===== config.mk =====
export PLATFORM = sky130hd
export DESIGN_NAME = fb_top
export DESIGN_NICKNAME = d
export VERILOG_FILES = /design/src/source/fb_pkg.sv /design/src/source/fb_host_wr.sv /design/src/source/fb_cmd_issue.sv /design/src/source/fb_rd_unpack.sv /design/src/source/fb_top.sv
export VERILOG_INCLUDE_DIRS = /design/src /design/src/include
export SDC_FILE = /design/constraint.sdc
export NUM_CORES = 1
export LEC_CHECK = 0
export BUFFER_PORTS_ARGS = -buffer_cell sky130_fd_sc_hd__buf_4
export CAP_MARGIN = 0
export CORE_MARGIN = 5
export CORE_UTILIZATION = 49
export DETAILED_ROUTE_END_ITERATION = 12
export PLACE_DENSITY_LB_ADDON = 0.1
export SETUP_SLACK_MARGIN = 0.1
export SLEW_MARGIN = 10
export SYNTH_ARGS = -nofsm -noshare
export SYNTH_HDL_FRONTEND = slang
export SYNTH_SLANG_ARGS = --single-unit

===== constraint.sdc =====
create_clock -name clk -period 5.05 [get_ports clk]
set_clock_uncertainty 0.05 [all_clocks]
set_input_delay 0.505 -clock clk [delete_from_list [all_inputs] [get_ports clk]]
set_output_delay 0.505 -clock clk [all_outputs]
set_load 0.01 [all_outputs]

===== src/include/fb_params.svh =====
`ifndef FB_PARAMS_SVH
`define FB_PARAMS_SVH

// screen coordinates
`define FB_X_W 9
`define FB_Y_W 7

// one colour channel, same for r, g and b
`define FB_COLOR_W 6

// reads allowed between request accept and read data pop
`define FB_MAX_RD 4

// memory port widths
`define FB_ADDR_W 30
`define FB_WORD_W 32

// host bus
`define FB_AXI_ADDR_W 32

`endif


===== src/source/fb_pkg.sv =====
`include "fb_params.svh"

package fb_pkg;

    // memory controller opcodes
    typedef enum logic [2:0] {
        MEM_WRITE = 3'd0,
        MEM_READ  = 3'd1
    } mem_instr_e;

    typedef enum logic [1:0] {
        ISSUE_IDLE,
        ISSUE_WR_DATA, // write word pushed here
        ISSUE_CMD      // command pushed here
    } issue_state_e;

    typedef struct packed {
        logic [`FB_COLOR_W-1:0] r;
        logic [`FB_COLOR_W-1:0] g;
        logic [`FB_COLOR_W-1:0] b;
    } pixel_t;

    typedef struct packed {
        logic [`FB_Y_W-1:0] y;
        logic [`FB_X_W-1:0] x;
    } pix_addr_t;

    typedef struct packed {
        pix_addr_t              addr;
        logic [`FB_WORD_W-1:0]  data;
        logic [`FB_WORD_W/8-1:0] mask; // memory polarity, 1 = byte kept
    } wr_req_t;

    typedef struct packed {
        mem_instr_e             instr;
        logic [5:0]             bl;
        logic [`FB_ADDR_W-1:0]  byte_addr;
    } mem_cmd_t;

endpackage


===== src/source/fb_host_wr.sv =====
`timescale 1ns/1ps
`include "fb_params.svh"

module fb_host_wr
    import fb_pkg::*;
(
    input  logic                       clk,
    input  logic                       rst,

    // axi4-lite write channels
    input  logic                       s_awvalid_i,
    output logic                       s_awready_o,
    input  logic [`FB_AXI_ADDR_W-1:0]  s_awaddr_i,
    input  logic                       s_wvalid_i,
    output logic                       s_wready_o,
    input  logic [`FB_WORD_W-1:0]      s_wdata_i,
    input  logic [`FB_WORD_W/8-1:0]    s_wstrb_i,
    output logic                       s_bvalid_o,
    input  logic                       s_bready_i,
    output logic [1:0]                 s_bresp_o,

    // pixel write request
    output logic                       wr_valid_o,
    output wr_req_t                    wr_req_o,
    input  logic                       wr_ready_i
);

    pix_addr_t                  aw_addr_q;
    logic [`FB_WORD_W-1:0]      w_data_q;
    logic [`FB_WORD_W/8-1:0]    w_strb_q;

    logic aw_held_q, aw_held_d;
    logic w_held_q, w_held_d;
    logic wr_valid_q, wr_valid_d;
    logic bvalid_q, bvalid_d;
    logic awready_q, wready_q;

    logic aw_fire, w_fire, wr_fire, b_fire;

    assign aw_fire = s_awvalid_i && awready_q;
    assign w_fire  = s_wvalid_i && wready_q;
    assign wr_fire = wr_valid_q && wr_ready_i;
    assign b_fire  = bvalid_q && s_bready_i;

    always_comb begin
        aw_held_d  = aw_held_q;
        w_held_d   = w_held_q;
        wr_valid_d = wr_valid_q;
        bvalid_d   = bvalid_q;

        if (aw_fire) aw_held_d = 1'b1;
        if (w_fire)  w_held_d  = 1'b1;

        if (wr_fire) begin
            // both halves consumed, answer the host next cycle
            aw_held_d  = 1'b0;
            w_held_d   = 1'b0;
            wr_valid_d = 1'b0;
            bvalid_d   = 1'b1;
        end else if (aw_held_q && w_held_q) begin
            wr_valid_d = 1'b1;
        end

        if (b_fire) bvalid_d = 1'b0;
    end

    always_ff @(posedge clk) begin
        if (rst) begin
            aw_held_q  <= 1'b0;
            w_held_q   <= 1'b0;
            wr_valid_q <= 1'b0;
            bvalid_q   <= 1'b0;
            awready_q  <= 1'b0;
            wready_q   <= 1'b0;
        end else begin
            aw_held_q  <= aw_held_d;
            w_held_q   <= w_held_d;
            wr_valid_q <= wr_valid_d;
            bvalid_q   <= bvalid_d;
            awready_q  <= !aw_held_d && !bvalid_d; // no new address until bresp is taken
            wready_q   <= !w_held_d;
        end
    end

    // holding registers
    always_ff @(posedge clk) begin
        if (aw_fire) aw_addr_q <= s_awaddr_i[$bits(pix_addr_t)+1:2];
        if (w_fire) begin
            w_data_q <= s_wdata_i;
            w_strb_q <= s_wstrb_i;
        end
    end

    assign s_awready_o = awready_q;
    assign s_wready_o  = wready_q;
    assign s_bvalid_o  = bvalid_q;
    assign s_bresp_o   = 2'b00; // always OKAY

    assign wr_valid_o    = wr_valid_q;
    assign wr_req_o.addr = aw_addr_q;
    assign wr_req_o.data = w_data_q;
    assign wr_req_o.mask = ~w_strb_q; // mig masks the disabled bytes

    a_bvalid_hold: assert property (@(posedge clk) disable iff (rst)
        s_bvalid_o && !s_bready_i |=> s_bvalid_o)
        else $error("bvalid dropped before bready");

endmodule


===== src/source/fb_cmd_issue.sv =====
`timescale 1ns/1ps
`include "fb_params.svh"

module fb_cmd_issue
    import fb_pkg::*;
(
    input  logic                       clk,
    input  logic                       rst,

    // lcd read requests
    input  logic                       rd_valid_i,
    input  pix_addr_t                  rd_addr_i,
    output logic                       rd_ready_o,

    // host write requests
    input  logic                       wr_valid_i,
    input  wr_req_t                    wr_req_i,
    output logic                       wr_ready_o,

    // one pulse per read word popped
    input  logic                       rd_done_i,

    // memory command port
    output logic                       mem_cmd_en_o,
    output mem_cmd_t                   mem_cmd_o,
    input  logic                       mem_cmd_full_i,

    // memory write data port
    output logic                       mem_wr_en_o,
    output logic [`FB_WORD_W-1:0]      mem_wr_data_o,
    output logic [`FB_WORD_W/8-1:0]    mem_wr_mask_o,
    input  logic                       mem_wr_full_i
);

    localparam int CNT_W = $clog2(`FB_MAX_RD + 1);

    issue_state_e               state_q;
    mem_cmd_t                   cmd_q;
    logic [`FB_WORD_W-1:0]      wr_data_q;
    logic [`FB_WORD_W/8-1:0]    wr_mask_q;
    logic [CNT_W-1:0]           rd_cnt_q;

    logic rd_room;
    logic rd_take, wr_take;

    // pixel index to byte address, one 32-bit word per pixel
    function automatic logic [`FB_ADDR_W-1:0] to_byte_addr(input pix_addr_t a);
        return {{(`FB_ADDR_W - $bits(pix_addr_t) - 2){1'b0}}, a, 2'b00};
    endfunction

    assign rd_room = (rd_cnt_q < CNT_W'(`FB_MAX_RD));

    // reads win over writes
    assign rd_ready_o = (state_q == ISSUE_IDLE) && rd_room;
    assign wr_ready_o = (state_q == ISSUE_IDLE) && !(rd_valid_i && rd_room);

    assign rd_take = rd_valid_i && rd_ready_o;
    assign wr_take = wr_valid_i && wr_ready_o;

    always_ff @(posedge clk) begin
        if (rst) begin
            state_q <= ISSUE_IDLE;
        end else begin
            case (state_q)
                ISSUE_IDLE: begin
                    if (rd_take) begin
                        state_q <= ISSUE_CMD;
                    end else if (wr_take) begin
                        state_q <= ISSUE_WR_DATA;
                    end
                end
                ISSUE_WR_DATA: begin
                    if (!mem_wr_full_i) state_q <= ISSUE_CMD; // data goes in before the command
                end
                ISSUE_CMD: begin
                    if (!mem_cmd_full_i) state_q <= ISSUE_IDLE;
                end
                default: state_q <= ISSUE_IDLE;
            endcase
        end
    end

    // selected request
    always_ff @(posedge clk) begin
        if (rd_take) begin
            cmd_q.instr     <= MEM_READ;
            cmd_q.bl        <= 6'd0; // bl is length minus one
            cmd_q.byte_addr <= to_byte_addr(rd_addr_i);
        end else if (wr_take) begin
            cmd_q.instr     <= MEM_WRITE;
            cmd_q.bl        <= 6'd0;
            cmd_q.byte_addr <= to_byte_addr(wr_req_i.addr);
            wr_data_q       <= wr_req_i.data;
            wr_mask_q       <= wr_req_i.mask;
        end
    end

    // reads counted from accept until the data word is popped
    always_ff @(posedge clk) begin
        if (rst) begin
            rd_cnt_q <= '0;
        end else begin
            case ({rd_take, rd_done_i})
                2'b10:   rd_cnt_q <= rd_cnt_q + 1'b1;
                2'b01:   rd_cnt_q <= rd_cnt_q - 1'b1;
                default: rd_cnt_q <= rd_cnt_q;
            endcase
        end
    end

    assign mem_cmd_en_o  = (state_q == ISSUE_CMD) && !mem_cmd_full_i;
    assign mem_cmd_o     = cmd_q;
    assign mem_wr_en_o   = (state_q == ISSUE_WR_DATA) && !mem_wr_full_i;
    assign mem_wr_data_o = wr_data_q;
    assign mem_wr_mask_o = wr_mask_q;

    a_rd_limit: assert property (@(posedge clk) disable iff (rst)
        rd_cnt_q <= CNT_W'(`FB_MAX_RD))
        else $error("outstanding reads above limit");

endmodule


===== src/source/fb_rd_unpack.sv =====
`timescale 1ns/1ps
`include "fb_params.svh"

module fb_rd_unpack
    import fb_pkg::*;
(
    input  logic                    clk,
    input  logic                    rst,

    // memory read port, first word falls through
    output logic                    mem_rd_en_o,
    input  logic [`FB_WORD_W-1:0]   mem_rd_data_i,
    input  logic                    mem_rd_empty_i,

    output logic                    rd_done_o,

    // lcd response, no back-pressure
    output logic                    resp_valid_o,
    output pixel_t                  resp_pix_o
);

    logic   pop;
    logic   pop_q;
    pixel_t pix_q;

    assign pop = !mem_rd_empty_i; // take every word as soon as it shows up

    always_ff @(posedge clk) begin
        if (rst) begin
            pop_q <= 1'b0;
        end else begin
            pop_q <= pop;
        end
    end

    // colour fields sit in the low bits of bytes 2, 1 and 0
    always_ff @(posedge clk) begin
        if (pop) begin
            pix_q.r <= mem_rd_data_i[16 +: `FB_COLOR_W];
            pix_q.g <= mem_rd_data_i[8 +: `FB_COLOR_W];
            pix_q.b <= mem_rd_data_i[0 +: `FB_COLOR_W];
        end
    end

    assign mem_rd_en_o  = pop;
    assign rd_done_o    = pop_q;
    assign resp_valid_o = pop_q;
    assign resp_pix_o   = pix_q;

    a_pop_data_known: assert property (@(posedge clk) disable iff (rst)
        mem_rd_en_o |-> !$isunknown(mem_rd_data_i))
        else $error("read FIFO popped with unknown data");

endmodule


===== src/source/fb_top.sv =====
`timescale 1ns/1ps
`include "fb_params.svh"

module fb_top
    import fb_pkg::*;
(
    input  logic                       clk,
    input  logic                       rst,

    // host, axi4-lite write only
    input  logic                       s_awvalid_i,
    output logic                       s_awready_o,
    input  logic [`FB_AXI_ADDR_W-1:0]  s_awaddr_i,
    input  logic                       s_wvalid_i,
    output logic                       s_wready_o,
    input  logic [`FB_WORD_W-1:0]      s_wdata_i,
    input  logic [`FB_WORD_W/8-1:0]    s_wstrb_i,
    output logic                       s_bvalid_o,
    input  logic                       s_bready_i,
    output logic [1:0]                 s_bresp_o,

    // lcd controller
    input  logic                       req_valid_i,
    input  pix_addr_t                  req_addr_i,
    output logic                       req_ready_o,
    output logic                       resp_valid_o,
    output pixel_t                     resp_pix_o,

    // mig style memory port
    output logic                       mem_cmd_en_o,
    output mem_cmd_t                   mem_cmd_o,
    input  logic                       mem_cmd_full_i,
    output logic                       mem_wr_en_o,
    output logic [`FB_WORD_W-1:0]      mem_wr_data_o,
    output logic [`FB_WORD_W/8-1:0]    mem_wr_mask_o,
    input  logic                       mem_wr_full_i,
    output logic                       mem_rd_en_o,
    input  logic [`FB_WORD_W-1:0]      mem_rd_data_i,
    input  logic                       mem_rd_empty_i
);

    logic    wr_valid;
    logic    wr_ready;
    wr_req_t wr_req;
    logic    rd_done;

    fb_host_wr i_host_wr (
        .clk         (clk),
        .rst         (rst),
        .s_awvalid_i (s_awvalid_i),
        .s_awready_o (s_awready_o),
        .s_awaddr_i  (s_awaddr_i),
        .s_wvalid_i  (s_wvalid_i),
        .s_wready_o  (s_wready_o),
        .s_wdata_i   (s_wdata_i),
        .s_wstrb_i   (s_wstrb_i),
        .s_bvalid_o  (s_bvalid_o),
        .s_bready_i  (s_bready_i),
        .s_bresp_o   (s_bresp_o),
        .wr_valid_o  (wr_valid),
        .wr_req_o    (wr_req),
        .wr_ready_i  (wr_ready)
    );

    fb_cmd_issue i_cmd_issue (
        .clk            (clk),
        .rst            (rst),
        .rd_valid_i     (req_valid_i),
        .rd_addr_i      (req_addr_i),
        .rd_ready_o     (req_ready_o),
        .wr_valid_i     (wr_valid),
        .wr_req_i       (wr_req),
        .wr_ready_o     (wr_ready),
        .rd_done_i      (rd_done),
        .mem_cmd_en_o   (mem_cmd_en_o),
        .mem_cmd_o      (mem_cmd_o),
        .mem_cmd_full_i (mem_cmd_full_i),
        .mem_wr_en_o    (mem_wr_en_o),
        .mem_wr_data_o  (mem_wr_data_o),
        .mem_wr_mask_o  (mem_wr_mask_o),
        .mem_wr_full_i  (mem_wr_full_i)
    );

    fb_rd_unpack i_rd_unpack (
        .clk            (clk),
        .rst            (rst),
        .mem_rd_en_o    (mem_rd_en_o),
        .mem_rd_data_i  (mem_rd_data_i),
        .mem_rd_empty_i (mem_rd_empty_i),
        .rd_done_o      (rd_done),
        .resp_valid_o   (resp_valid_o),
        .resp_pix_o     (resp_pix_o)
    );

endmodule


==> results.md <==
* Crit. Startpoint: i_cmd_issue.state_q[0]$_SDFFE_PP0P_
* Top-level I/O count at 228
* VDD IR-drop max at between 0.2 and 0.3 mV
* Number of global-route vias before repair at roughly 2600
* Mapped Area at ~4700 µm²
* Measured slew at the worst slew-check pin at 852 ps
* Utilization after layout at around 70%
* Pre-antenna DRT Iters at 4
* Initial drt markers at between 100 and 150
* Rel. slew slack at between 40% and 50%
* Fraction of synthesized area in multiplexers at roughly 5.0%
* Post-synth top area share at between 70 and 80%
* Setup WS pre-CTS at 2760 ps
* Drt wl/cell at 15.7 µm
* HP Start: mem_rd_empty_i
* Power Dens Cells at 413 nW/µm²
* Worst min path class: input pin to flop
* CTS resizes at 0
* Reg clk slew, reported paths at roughly 60 ps
* Vias post-DR at approximately 2600
* Fraction of the mapped netlist area in adder cells at 0.422%
* Final setup margin at roughly 2900 ps
* Routed Antenna Nets at 0
* Post-CTS setup buffers at 0
* Setup TNS at 0 ps
* Area grow syn2layout at 40.9%
* Largest family of logic cells by synthesized area: buffers and inverters
* DR DRC count at 0
* Die Width at ~110 µm
* FP Rows at 36
* #FFs+latches synth at roughly 140
* CTS buffer count at 17
* CP required at 5450 ps
* Static Leak at 2.74 nW
* Final Hold Vio Count at 0
* Final Cycle Share at between 40 and 50%
* Vias per cell at between 4 and 5
* RSZ-0062 raised after global routing: no
* Fin nets at roughly 550
* Mapped Cells at roughly 240
* HPWL after detailed placement at roughly 6500 µm
* Most frequent cells in the layout: buf_4 (175), edfxtp_1 (122), conb_1 (24)
* Die area at 11800 µm²
* Mapped Avg Cell Area at around 20 µm²
* Clk sinks at around 140
* Outcome: complete, no violations
* Drt total wl at slightly below 9000 µm
* Reg2Reg Setup Slack at 2860 ps
* Worst EP arrival at between 2000 and 3000 ps
* Startpoint Class: flop
* Gp weighted congestion at between 0.7 and 0.8
* Initial antenna violation count at 0
* Crit path max fanout at 22
* Synth Warn # at 0
* Starting Density at around 49%
* Final min period at about 2200 ps
* Crit Reg-Reg Startpoint: i_cmd_issue.state_q[0]$_SDFFE_PP0P_
* Gr usage total at between 10% and 20%
* Hold buffers post-CTS at 0
* Cell total after placement at 537
* CTS tree: yes
* Pin count of the biggest net entering global routing at 39
* Max-cap violations at 0
* Core area at 9590 µm²
* CTS H-tree lvls at 4
* PortBufs at around 170
* Worst-case clock buffer depth at 2
* Synth Area in XOR/XNOR at 0.475%
* WS Path Type: flop to flop
* Simple-gate area share of the yosys netlist at 3.67%
* Synth area leader: edfxtp_1
* Final-report setup violation count at 0
* Root buf cell: clkbuf_8
* GRT overflow at 0
* Commonest non-fill, non-tap cell in the layout: buf_4
* Max Clock Freq at between 400 and 500 MHz
* Number of distinct library cells after synthesis at 35
* Final Instance Count excl. Fillers at 569
* Compound-gate portion of the synthesized area at 2.06%
* Share of layout cells above drive strength 1 at 51.8%
* Die Ht at 108 µm
* Final Slew Violations at 0
* Power Total at 2.76 mW
* Fillers at between 600 and 700
* Synth area leaders: edfxtp_1 (77%), dfxtp_1 (5.5%), mux2_4 (4.7%)
* Register area share after synthesis at between 80% and 90%
* Setup crit end kind: flop
* N_diodes at 0
* Worst skew pair latency at roughly 500 ps
* First-pass GRT wire length at between 10000 and 15000 µm
-- per-stage QoR --
step | hold WS, ps | instance area, µm²
after global routing | 92.5 | 6680
after detailed placement | 355 | 6080
after floorplan | 350 | 4830
after CTS | 88.0 | 6680
final | 117 | 6680
after global placement | 350 | 6080
-- worst max-delay path: stages (launching register included) --
cell     delay (ps)
dfxtp_1         410
nor4b_4         300
buf_4           370
nor2_1          100
fa_1            510
nand2_1          50
a211o_1         290
nand2_1          50
-- power breakdown --
group | switching (mW) | total, mW | internal (mW)
sequential | 0.0217 | 1.31 | 1.29
combinational | 0.0968 | 0.222 | 0.126
clock | 0.467 | 1.23 | 0.764
total | 0.586 | 2.76 | 2.18
-- registers in the layout, indices dropped and copies added (netlist names), 2 cells and up --
signal	count
i_host_wr.w_data_q	32
i_cmd_issue.mem_wr_mask_o	4
i_cmd_issue.state_q	2
i_cmd_issue.mem_wr_data_o	32
i_host_wr.wr_req_o	16
i_host_wr.w_strb_q	4
i_cmd_issue.rd_cnt_q	3
i_cmd_issue.mem_cmd_o	17
i_rd_unpack.resp_pix_o	18
-- metal layers --
| layer | share of wire (%) | routed length, µm | vias up | track usage [%] |
|---|---|---|---|---|
| met2 | 53 | 4680 | 123 | 25.1 |
| met4 | 1.1 | 96 | 0 | 7.03 |
| li1 | - | - | 1215 | - |
| met1 | 36 | 3170 | 1212 | 17.0 |
| met3 | 11 | 961 | 10 | 6.57 |
| met5 | 0 | 0 | - | 0 |
-- synthesized netlist by cell type --
cell type	count
and3_1	2
a31oi_1	1
buf_6	3
and2_1	3
buf_8	1
edfxtp_1	122
a21o_1	1
nor2_1	6
o211a_1	1
a21oi_1	3
mux2_2	1
a32oi_1	1
dfxtp_1	13
or2_2	1
clkbuf_1	1
nand4_1	1
buf_4	24
conb_1	1
o211ai_1	1
a2111o_1	1
nor4b_4	1
a211o_1	1
nor3_1	4
inv_1	9
a211oi_1	1
nand2b_1	3
nand2_1	3
o21ai_0	3
nor3b_1	2
fa_1	1
xnor3_1	1
mux2_4	15
nor2b_1	1
nand3_1	1
nand3b_1	1
-- cell families after synthesis --
kind of cell,after synthesis
and+or+nand+nor,29
DFF,135
buffers and inverters,38
adders and majority gates,1
AOI/OAI and AO/OA,14
muxes,16
other,1
xor gates and xnor gates,1
-- worst paths after layout --
check,endpoint,cells past startpoint
hold / removal,i_rd_unpack.rd_done_o$_SDFF_PP0_,2
setup reg to reg,i_cmd_issue.rd_cnt_q[1]$_SDFFE_PP0P_,7
setup / recovery,i_cmd_issue.rd_cnt_q[1]$_SDFFE_PP0P_,7
hold reg to reg,i_cmd_issue.mem_wr_data_o[10]$_DFFE_PP_,0
-- area by class of cell --
cell class | count | area (µm²) | share of cell area (%)
clock buffer | 17 | 414 | 6.20
clock inverter | 15 | 190 | 2.85
inverter | 9 | 33.8 | 0.505
multi-input combinational | 85 | 642 | 9.60
sequential | 135 | 3920 | 58.7
tap | 133 | 166 | 2.49
timing repair buffer | 175 | 1310 | 19.7
No activity file was read; power rests on OpenSTA's default activity.
